### src/hdl/hps_io_pkg.sv
// Shared widths, host command codes, identification word and the host data word union
package hps_io_pkg;

	// ==================================================
	// Widths
	// ==================================================
	localparam int unsigned io_word_w  = 16;
	localparam int unsigned osd_addr_w = 8;
	localparam int unsigned osd_data_w = 8;

	// Signature in the top 24 bits, core type below
	localparam logic [31:0] core_magic = {24'h5CA623, 8'hA5};

	// ==================================================
	// Host command codes
	// ==================================================
	localparam logic [7:0] cmd_cfg_wr = 8'd1;
	localparam logic [7:0] cmd_cfg_rd = 8'd2;
	localparam logic [7:0] cmd_osd_wr = 8'd3;

	// One host data word, decoded per command
	typedef union packed {
		struct packed {
			logic [8:0] rsv_hi;
			logic       audio_96k;
			logic       ypbpr_en;
			logic       rsv_4;
			logic       csync;
			logic       vga_scaler;
			logic [1:0] rsv_lo;
		} cfg;
		struct packed {
			logic [osd_addr_w-1:0] osd_addr;
			logic [osd_data_w-1:0] osd_data;
		} osd;
	} io_word_u;

endpackage

### src/hdl/hps_io_sync.sv
// Host port front end: registers gp_out, turns strobes into words with acknowledge, builds gp_in
`timescale 1ns/1ns

module hps_io_sync (
	input  logic                               FPGA_CLK2_50,
	input  logic                               resetd,
	input  logic [31:0]                        gp_out,
	input  logic                               word_ready,
	input  logic [hps_io_pkg::io_word_w-1:0]   io_dout,
	input  logic                               btn_user,
	input  logic                               btn_osd,
	output logic [31:0]                        gp_out_r,
	output logic                               word_valid,
	output logic [hps_io_pkg::io_word_w-1:0]   word_data,
	output logic                               word_frame,
	output logic [31:0]                        gp_in
);

	// Standard I/O protocol, narrow words
	localparam logic [1:0] io_ver  = 2'd0;
	localparam logic       io_wide = 1'b0;

	logic [31:0] gp_out_d;
	logic        rack;
	logic        io_ack;
	logic        io_clk;
	logic        waiting;

	assign io_clk     = gp_out_r[17];
	assign word_frame = gp_out_r[20];
	// Word still pending in front of the decoder
	assign waiting    = word_valid & ~word_ready;

	// Two stage capture of the host word
	always_ff @(posedge FPGA_CLK2_50) begin
		gp_out_d <= gp_out;
		gp_out_r <= gp_out_d;
	end

	always_ff @(posedge FPGA_CLK2_50) begin
		if (resetd) begin
			rack       <= 1'b0;
			io_ack     <= 1'b0;
			word_valid <= 1'b0;
		end else begin
			if (word_valid && word_ready)
				word_valid <= 1'b0;
			// Acknowledge freezes while the decoder holds off
			if (!waiting) begin
				rack   <= io_clk;
				io_ack <= rack;
				if (io_clk && !rack)
					word_valid <= 1'b1;
			end
		end
	end

	always_ff @(posedge FPGA_CLK2_50) begin
		if (!waiting && io_clk && !rack)
			word_data <= gp_out_r[hps_io_pkg::io_word_w-1:0];
	end

	assign gp_in = gp_out[31] ? hps_io_pkg::core_magic :
		{1'b0, btn_user, btn_osd, 9'd0, io_ver, io_ack, io_wide, io_dout};

	// Offered word must not change before the decoder takes it
	a_word_hold: assert property (@(posedge FPGA_CLK2_50) disable iff (resetd)
		word_valid && !word_ready |=> $stable(word_data));

endmodule

### src/hdl/hps_cmd_decoder.sv
// Host command decoder: command word then data words, config register, OSD write requests
`timescale 1ns/1ns

module hps_cmd_decoder (
	input  logic                                FPGA_CLK2_50,
	input  logic                                resetd,
	input  logic                                word_valid,
	input  logic [hps_io_pkg::io_word_w-1:0]    word_data,
	input  logic                                word_frame,
	input  logic                                wr_ready,
	output logic                                word_ready,
	output logic                                wr_valid,
	output logic [hps_io_pkg::osd_addr_w-1:0]   wr_addr,
	output logic [hps_io_pkg::osd_data_w-1:0]   wr_data,
	output logic [hps_io_pkg::io_word_w-1:0]    cfg_word,
	output logic                                cfg_ready,
	output logic [hps_io_pkg::io_word_w-1:0]    io_dout
);

	hps_io_pkg::io_word_u dw;
	hps_io_pkg::io_word_u cfg_q;
	logic [7:0]           cmd;
	logic                 has_cmd;
	logic                 accept;
	logic                 data_word;

	assign dw         = word_data;
	assign cfg_word   = cfg_q;
	// No new word while an OSD write is waiting for the memory
	assign word_ready = ~wr_valid;
	assign accept     = word_valid & word_ready;
	assign data_word  = accept & word_frame & has_cmd;

	// ==================================================
	// Command state and configuration
	// ==================================================
	always_ff @(posedge FPGA_CLK2_50) begin
		if (resetd) begin
			has_cmd   <= 1'b0;
			cmd       <= '0;
			cfg_q     <= '0;
			cfg_ready <= 1'b0;
			wr_valid  <= 1'b0;
		end else begin
			if (wr_valid && wr_ready)
				wr_valid <= 1'b0;
			if (!word_frame) begin
				has_cmd <= 1'b0;
			end else if (accept && !has_cmd) begin
				has_cmd <= 1'b1;
				cmd     <= dw[7:0];
			end else if (data_word) begin
				case (cmd)
					hps_io_pkg::cmd_cfg_wr: begin
						cfg_q.cfg <= dw.cfg;
						cfg_ready <= 1'b1;
					end
					hps_io_pkg::cmd_osd_wr: wr_valid <= 1'b1;
					// Unknown codes just swallow their data
					default: ;
				endcase
			end
		end
	end

	// Read-back word and OSD payload
	always_ff @(posedge FPGA_CLK2_50) begin
		if (data_word && cmd == hps_io_pkg::cmd_cfg_rd)
			io_dout <= cfg_q;
		if (data_word && cmd == hps_io_pkg::cmd_osd_wr) begin
			wr_addr <= dw.osd.osd_addr;
			wr_data <= dw.osd.osd_data;
		end
	end

	// New OSD writes only start from a word taken inside a frame
	a_wr_in_frame: assert property (@(posedge FPGA_CLK2_50) disable iff (resetd)
		$rose(wr_valid) |-> $past(word_valid && word_ready && word_frame));

endmodule

### src/hdl/osd_ram_arbiter.sv
// OSD byte memory shared by the host writer and the video reader under round-robin grant
`timescale 1ns/1ns

module osd_ram_arbiter #(
	parameter int OSD_DEPTH = 256
) (
	input  logic                                FPGA_CLK2_50,
	input  logic                                resetd,
	input  logic                                wr_valid,
	input  logic [hps_io_pkg::osd_addr_w-1:0]   wr_addr,
	input  logic [hps_io_pkg::osd_data_w-1:0]   wr_data,
	input  logic                                rd_valid,
	input  logic [hps_io_pkg::osd_addr_w-1:0]   rd_addr,
	output logic                                wr_ready,
	output logic                                rd_ready,
	output logic                                rd_data_valid,
	output logic [hps_io_pkg::osd_data_w-1:0]   rd_data
);

	logic [hps_io_pkg::osd_data_w-1:0] mem [0:OSD_DEPTH-1];
	// Set when the write port had the last grant
	logic                              last_wr;

	// ==================================================
	// Round-robin grant
	// ==================================================
	assign wr_ready = wr_valid & (~rd_valid | ~last_wr);
	assign rd_ready = rd_valid & (~wr_valid | last_wr);

	always_ff @(posedge FPGA_CLK2_50) begin
		if (resetd) begin
			last_wr       <= 1'b0;
			rd_data_valid <= 1'b0;
		end else begin
			rd_data_valid <= rd_ready;
			if (wr_ready)
				last_wr <= 1'b1;
			else if (rd_ready)
				last_wr <= 1'b0;
		end
	end

	// ==================================================
	// Single port memory, one access per cycle
	// ==================================================
	always_ff @(posedge FPGA_CLK2_50) begin
		if (wr_ready)
			mem[wr_addr] <= wr_data;
		else if (rd_ready)
			rd_data <= mem[rd_addr];
	end

	a_one_grant: assert property (@(posedge FPGA_CLK2_50) disable iff (resetd)
		!(wr_ready && rd_ready));

	// A held write never loses twice in a row
	a_wr_fair: assert property (@(posedge FPGA_CLK2_50) disable iff (resetd)
		(wr_valid && !wr_ready) ##1 wr_valid |-> wr_ready);

endmodule

### src/hdl/panel_io.sv
// Panel buttons with sampled debounce, and drive of the power, disk and user LEDs
`timescale 1ns/1ns

module panel_io #(
	parameter int DEB_DIV = 100000
) (
	input  logic       FPGA_CLK2_50,
	input  logic       resetd,
	input  logic       btn_user_n,
	input  logic       btn_osd_n,
	input  logic [1:0] key,
	input  logic       disk_req,
	input  logic [1:0] led_power_st,
	input  logic [1:0] led_disk_st,
	input  logic       led_user_st,
	output logic       btn_user,
	output logic       btn_osd,
	output logic       led_power,
	output logic       led_disk,
	output logic       led_user
);

	localparam int div_w = $clog2(DEB_DIV + 1);

	logic [div_w-1:0] div;
	logic [1:0]       raw;
	logic [7:0]       hist [2];
	logic [1:0]       deb;

	// Index 1 is the user button, index 0 the OSD button
	assign raw      = {~(btn_user_n & key[1]), ~(btn_osd_n & key[0])};
	assign btn_user = deb[1];
	assign btn_osd  = deb[0];

	always_ff @(posedge FPGA_CLK2_50) begin
		if (resetd) begin
			div     <= '0;
			hist[0] <= '0;
			hist[1] <= '0;
			deb     <= '0;
		end else begin
			if (div == div_w'(DEB_DIV))
				div <= '0;
			else
				div <= div + 1'b1;
			if (div == '0) begin
				for (int i = 0; i < 2; i++) begin
					hist[i] <= {hist[i][6:0], raw[i]};
					// Eight equal samples switch the state
					if (&hist[i])
						deb[i] <= 1'b1;
					if (hist[i] == '0)
						deb[i] <= 1'b0;
				end
			end
		end
	end

	// Bit 1 set means the core drives the LED directly, inverted
	assign led_power = led_power_st[1] ? ~led_power_st[0] : 1'b0;
	assign led_disk  = led_disk_st[1] ? ~led_disk_st[0] : (led_disk_st[0] | disk_req);
	assign led_user  = led_user_st;

endmodule

### src/hdl/reset_ctl.sv
// Reset request latch controlled by a two-bit code sequence from the host
`timescale 1ns/1ns

module reset_ctl (
	input  logic       FPGA_CLK2_50,
	input  logic       resetd,
	input  logic [1:0] reset_code,
	output logic       reset_req
);

	logic [1:0] code_d;
	logic [1:0] code_d2;

	// History of the last two codes
	always_ff @(posedge FPGA_CLK2_50) begin
		code_d  <= reset_code;
		code_d2 <= code_d;
	end

	// ==================================================
	// Set on code 1, clear only on code 0 then code 2
	// ==================================================
	always_ff @(posedge FPGA_CLK2_50) begin
		if (resetd) begin
			reset_req <= 1'b0;
		end else begin
			if (code_d == 2'd1)
				reset_req <= 1'b1;
			// A stray 2 right after 1 keeps the request
			if (code_d == 2'd2 && code_d2 == 2'd0)
				reset_req <= 1'b0;
		end
	end

endmodule

### src/hdl/hps_io_top.sv
// Host I/O block top: host port, command decoder, OSD memory, panel I/O and reset control
`timescale 1ns/1ns

module hps_io_top #(
	parameter int DEB_DIV   = 100000,
	parameter int OSD_DEPTH = 256
) (
	input  logic                                FPGA_CLK2_50,
	input  logic                                resetd,
	input  logic [31:0]                         gp_out,
	input  logic                                btn_user_n,
	input  logic                                btn_osd_n,
	input  logic [1:0]                          key,
	input  logic                                vid_rd_valid,
	input  logic [hps_io_pkg::osd_addr_w-1:0]   vid_rd_addr,
	input  logic [1:0]                          led_power_st,
	input  logic [1:0]                          led_disk_st,
	input  logic                                led_user_st,
	output logic [31:0]                         gp_in,
	output logic                                vid_rd_ready,
	output logic                                vid_rd_data_valid,
	output logic [hps_io_pkg::osd_data_w-1:0]   vid_rd_data,
	output logic                                cfg_ready,
	output logic                                audio_96k,
	output logic                                ypbpr_en,
	output logic                                csync,
	output logic                                vga_scaler,
	output logic                                led_power,
	output logic                                led_disk,
	output logic                                led_user,
	output logic                                reset_req
);

	logic [31:0]                       gp_out_r;
	logic                              word_valid;
	logic                              word_ready;
	logic [hps_io_pkg::io_word_w-1:0]  word_data;
	logic                              word_frame;
	logic [hps_io_pkg::io_word_w-1:0]  io_dout;
	logic                              wr_valid;
	logic                              wr_ready;
	logic [hps_io_pkg::osd_addr_w-1:0] wr_addr;
	logic [hps_io_pkg::osd_data_w-1:0] wr_data;
	logic [hps_io_pkg::io_word_w-1:0]  cfg_word;
	hps_io_pkg::io_word_u              cfg_u;
	logic                              btn_user;
	logic                              btn_osd;

	// ==================================================
	// Host side
	// ==================================================
	hps_io_sync u_sync (
		.FPGA_CLK2_50 (FPGA_CLK2_50),
		.resetd       (resetd),
		.gp_out       (gp_out),
		.word_ready   (word_ready),
		.io_dout      (io_dout),
		.btn_user     (btn_user),
		.btn_osd      (btn_osd),
		.gp_out_r     (gp_out_r),
		.word_valid   (word_valid),
		.word_data    (word_data),
		.word_frame   (word_frame),
		.gp_in        (gp_in)
	);

	hps_cmd_decoder u_decoder (
		.FPGA_CLK2_50 (FPGA_CLK2_50),
		.resetd       (resetd),
		.word_valid   (word_valid),
		.word_data    (word_data),
		.word_frame   (word_frame),
		.wr_ready     (wr_ready),
		.word_ready   (word_ready),
		.wr_valid     (wr_valid),
		.wr_addr      (wr_addr),
		.wr_data      (wr_data),
		.cfg_word     (cfg_word),
		.cfg_ready    (cfg_ready),
		.io_dout      (io_dout)
	);

	// OSD memory between host writer and video reader
	osd_ram_arbiter #(
		.OSD_DEPTH (OSD_DEPTH)
	) u_osd_ram (
		.FPGA_CLK2_50  (FPGA_CLK2_50),
		.resetd        (resetd),
		.wr_valid      (wr_valid),
		.wr_addr       (wr_addr),
		.wr_data       (wr_data),
		.rd_valid      (vid_rd_valid),
		.rd_addr       (vid_rd_addr),
		.wr_ready      (wr_ready),
		.rd_ready      (vid_rd_ready),
		.rd_data_valid (vid_rd_data_valid),
		.rd_data       (vid_rd_data)
	);

	// ==================================================
	// Board side
	// ==================================================
	panel_io #(
		.DEB_DIV (DEB_DIV)
	) u_panel (
		.FPGA_CLK2_50 (FPGA_CLK2_50),
		.resetd       (resetd),
		.btn_user_n   (btn_user_n),
		.btn_osd_n    (btn_osd_n),
		.key          (key),
		.disk_req     (gp_out_r[29]),
		.led_power_st (led_power_st),
		.led_disk_st  (led_disk_st),
		.led_user_st  (led_user_st),
		.btn_user     (btn_user),
		.btn_osd      (btn_osd),
		.led_power    (led_power),
		.led_disk     (led_disk),
		.led_user     (led_user)
	);

	reset_ctl u_reset (
		.FPGA_CLK2_50 (FPGA_CLK2_50),
		.resetd       (resetd),
		.reset_code   (gp_out_r[31:30]),
		.reset_req    (reset_req)
	);

	// Named video options out of the config word
	assign cfg_u      = cfg_word;
	assign audio_96k  = cfg_u.cfg.audio_96k;
	assign ypbpr_en   = cfg_u.cfg.ypbpr_en;
	assign csync      = cfg_u.cfg.csync;
	assign vga_scaler = cfg_u.cfg.vga_scaler;

endmodule

### config.mk
export PLATFORM = sky130hd
export DESIGN_NAME = hps_io_top
export DESIGN_NICKNAME = d
export VERILOG_FILES = /design/src/hdl/hps_io_pkg.sv /design/src/hdl/hps_io_sync.sv /design/src/hdl/hps_cmd_decoder.sv /design/src/hdl/osd_ram_arbiter.sv /design/src/hdl/panel_io.sv /design/src/hdl/reset_ctl.sv /design/src/hdl/hps_io_top.sv
export SDC_FILE = /design/constraint.sdc
export NUM_CORES = 2
export LEC_CHECK = 0
export ABC_AREA = 1
export BUFFER_PORTS_ARGS = -buffer_cell sky130_fd_sc_hd__buf_2
export CORE_MARGIN = 2
export CORE_UTILIZATION = 30
export DETAILED_ROUTE_END_ITERATION = 10
export RECOVER_POWER = 50
export SYNTH_ARGS = -nofsm -noshare
export SYNTH_HDL_FRONTEND = slang
export SYNTH_SLANG_ARGS = --single-unit
### constraint.sdc
create_clock -name FPGA_CLK2_50 -period 8.7 [get_ports FPGA_CLK2_50]
set_clock_uncertainty 0.1 [all_clocks]
set_input_delay 1.74 -clock FPGA_CLK2_50 [delete_from_list [all_inputs] [get_ports FPGA_CLK2_50]]
set_output_delay 1.74 -clock FPGA_CLK2_50 [all_outputs]
set_load 0.005 [all_outputs]
==> flow_metrics.py <==
metrics = {
    "outcome": {
        "status": "finished, violations left",
        "violations": "max-capacitance violations, max-slew violations",
    },
    "cts": {
        "cts.sinks": 2218,
        "postCtsResizedCells": 0,
        "hold_buffers": 0,
        "path_clk_slew_ps": 60,
        "post_cts_buffers": 0,
        "clockBufferDepth": 3,
        "cts_tree": "built",
        "htreeDepth": 4,
        "numCtsBuffers": 223,
        "clk_latency_ps": 880,
        "cts_root_buffer": "clkbuf_16",
    },
    "critical_path": {
        "crit_family": "buffers and inverters",
        "crit_type": "reg2reg",
        "critPathMaxFanout": 88,
        "crit_arrival_ps": 6080,
        "crit_buf_inv": 2,
        "cp_slowest_cell": "clkbuf_1",
        "crit_chain": "clkbuf_1, clkbuf_2",
        "required_ps": 8950,
        "slowest_delay_ps": 2960,
        "cp-end-kind": "flop",
        "worstSetupStartpointType": "flop",
    },
    "power": {
        "pwr-share-clk_pct": 43.5,
        "switchingPower_mw": 4.87,
        "p_leak_nw": 33.9,
        "ir_drop_uv": 208,
        "comb_power_share_pct": 4.4,
        "switching_share_pct": 21.9,
        "seq_power_share_pct": 52.1,
        "p_per_area_nw_per_um2": 222,
        "intPower_mw": 17.3,
    },
    "synthesis": {
        "synthSimpleGateAreaFrac_pct": 22.3,
        "yosysTopAreaCell": "edfxtp_1",
        "synth.avg_cell_area_sq_um": 11.9,
        "synthAdderAreaFrac_pct": 0.0281,
        "synth-seq-cells": 2218,
        "synth_top_family_by_area": "simple AND/OR/NAND/NOR gates",
        "ys_types": 29,
        "netlist.area_leader.share_pct": 71.6,
        "synth_xor_xnor_area_share_pct": 0.0394,
        "synth-compound-area-share_pct": 0.415,
        "synth_cells": 7489,
        "synth_area_sq_um": 89000,
        "yosys-top-cells-area": "edfxtp_1 72%, nand3_1 11%, nand2_1 9.1%, dfxtp_1 2.2%, nor2_1 1.4%",
        "seq_area_frac_synth_pct": 73.8,
        "synthMuxAreaShare_pct": 0,
        "ys_warn_count": 0,
    },
    "timing": {
        "hold_violations": 0,
        "worst_pin_slew_ps": 4270,
        "fmax_mhz": 171,
        "max_slew_margin_pct": -185,
        "period_needed_ps": 5830,
        "slew_violations": 1171,
        "finalCritPeriodShare_pct": 67.1,
        "totalNegativeSetupSlack_ps": 0,
        "setup_violations": 0,
        "rsz0062_at_grt": "no",
    },
    "routing": {
        "met2_length_microns": 108000,
        "wl_per_cell_microns": 20.0,
        "ant_nets": 0,
        "highest_layer": "met5",
        "wl_met1_microns": 97200,
        "dr_total_vias": 56700,
        "viasPerCell": 4.94,
        "drcViolationCount": 0,
        "wl_microns": 230000,
        "dr_wl_met3_microns": 16800,
        "drt_iter0_markers": 6719,
        "drtPass1Iterations": 6,
    },
    "die": {
        "start_util_pct": 30.2,
        "die_y_microns": 549,
        "die_w_microns": 549,
        "rows": 199,
        "pin_count": 103,
        "core-area_sq_um": 295000,
        "dieArea_sq_um": 301000,
    },
    "placement": {
        "dp_hpwl_microns": 123000,
        "gp_congestion": 0.847,
        "dp_cells": 11100,
        "port_buffers": 82,
    },
    "global_route": {
        "grt-ovfl-total": 0,
        "grt_pass1_vias": 54000,
        "grt_max_degree": 198,
        "grt_pass1_wl_microns": 342000,
        "grt_usage_pct": 14.8,
        "antenna_found_initial": 8,
    },
    "cells_and_area": {
        "nets": 7427,
        "drive_above_1_share_pct": 6.60,
        "final_cell_mix": "2152 x nand2_1, 2120 x edfxtp_1, 2026 x nand3_1",
        "area_delta_synth_final_pct": 12.3,
        "nFillCells": 28600,
        "fin_cells": 11500,
        "layout_commonest_cell": "nand2_1",
    },
    "job": {
        "maxCapViolations": 12,
    },
    "worst_hold_path": {
        "hold_path.class": "reg2reg",
    },
}
==> per-layer routing <==
metal / vias up / track usage, %
met1: 27900 / 20.0
met2: 2128 / 24.1
met5: - / 0
met4: 4 / 5.25
met3: 402 / 2.42
li1: 26200 / -
==> cells by family after synthesis <==
| logic type | count (synthesis) |
|---|---|
| buffers and inverters | 622 |
| AOI/OAI and AO/OA | 71 |
| adders and majority gates | 2 |
| other | 1 |
| xor gates and xnor gates | 4 |
| DFF | 2218 |
| and+or+nand+nor | 4571 |
==> flip-flops by register name, indices dropped and copies added (netlist names) <==
signal and count:
u_decoder.cfg_ready 1, u_reset.code_d 2, u_panel.div 17, u_sync.io_ack 1
u_decoder.wr_data 8, u_decoder.cfg_word 16, u_panel.hist 16, u_osd_ram.mem 2048
u_sync.word_data 16, u_reset.code_d2 2, u_osd_ram.last_wr 1, u_decoder.wr_addr 8
u_panel.deb 2, u_osd_ram.rd_data_valid 1, u_decoder.has_cmd 1, u_reset.reset_req 1
u_sync.gp_out_r 21, u_sync.word_valid 1, u_decoder.cmd 8, u_decoder.wr_valid 1
u_osd_ram.rd_data 8, u_sync.gp_out_d 21, u_decoder.io_dout 16, u_sync.rack 1
==> synth_stat cells (all sizes together) <==
library cell / n
nand2: 2156
nor3b: 4
a211oi: 1
nand3: 2026
inv: 115
xor2: 4
conb: 1
nor4: 10
nand4: 8
edfxtp: 2120
ha: 2
buf: 397
o21a: 1
nor2: 344
o21ai: 29
a31oi: 1
dfxtp: 98
o31ai: 1
nor3: 13
or2: 10
a21oi: 38
clkbuf: 110
==> path summary, 6_finish.rpt <==
path	from	endpoint	slack [ps]	depth (start not counted)
min	u_sync.gp_out_d[8]	u_sync.gp_out_r[8]	220	0
max reg2reg	u_decoder.wr_data[2]	u_osd_ram.mem[16][2]	2870	2
min reg2reg	u_sync.gp_out_d[8]	u_sync.gp_out_r[8]	220	0
max	u_decoder.wr_data[2]	u_osd_ram.mem[16][2]	2870	2
==> power groups by stage <==
stage	registers [mW]	clock network, mW	logic (mW)
finish	11.6	9.66	0.980
global route	11.6	10.2	1.07
CTS	11.6	9.81	0.975
detailed placement	11.8	0	0.972
global placement	11.8	0	0.966
floorplan	11.8	0	0.687
==> layout make-up <==
cell class                 instances  area, sq um  area share (%)
inverter                         115          465           0.466
clock buffer                     273         5850            5.86
multi-input combinational       4655        20300            20.3
sequential                      2218        65600            65.7
clock inverter                   141         1590            1.59
antenna                            4         10.0          0.0100
timing repair buffer             160         1190            1.19
tap                             3919         4900            4.91
==> stage by stage <==
stage | cell area, sq um | total power [mW] | hold WS, ps | util [%] | worst slack [ps]
CTS | 100000 | 22.4 | 226 | 33.9 | 4180
floorplan | 89000 | 12.5 | 210 | - | 4550
global placement | 92500 | 12.8 | 212 | 31.4 | 3230
finish | 99900 | 22.2 | 225 | 33.9 | 2870
detailed placement | 92500 | 12.8 | 212 | 31.4 | 3210
global route | 99900 | 22.9 | 229 | 33.9 | 2500
Power figures use the tool's default switching activity.
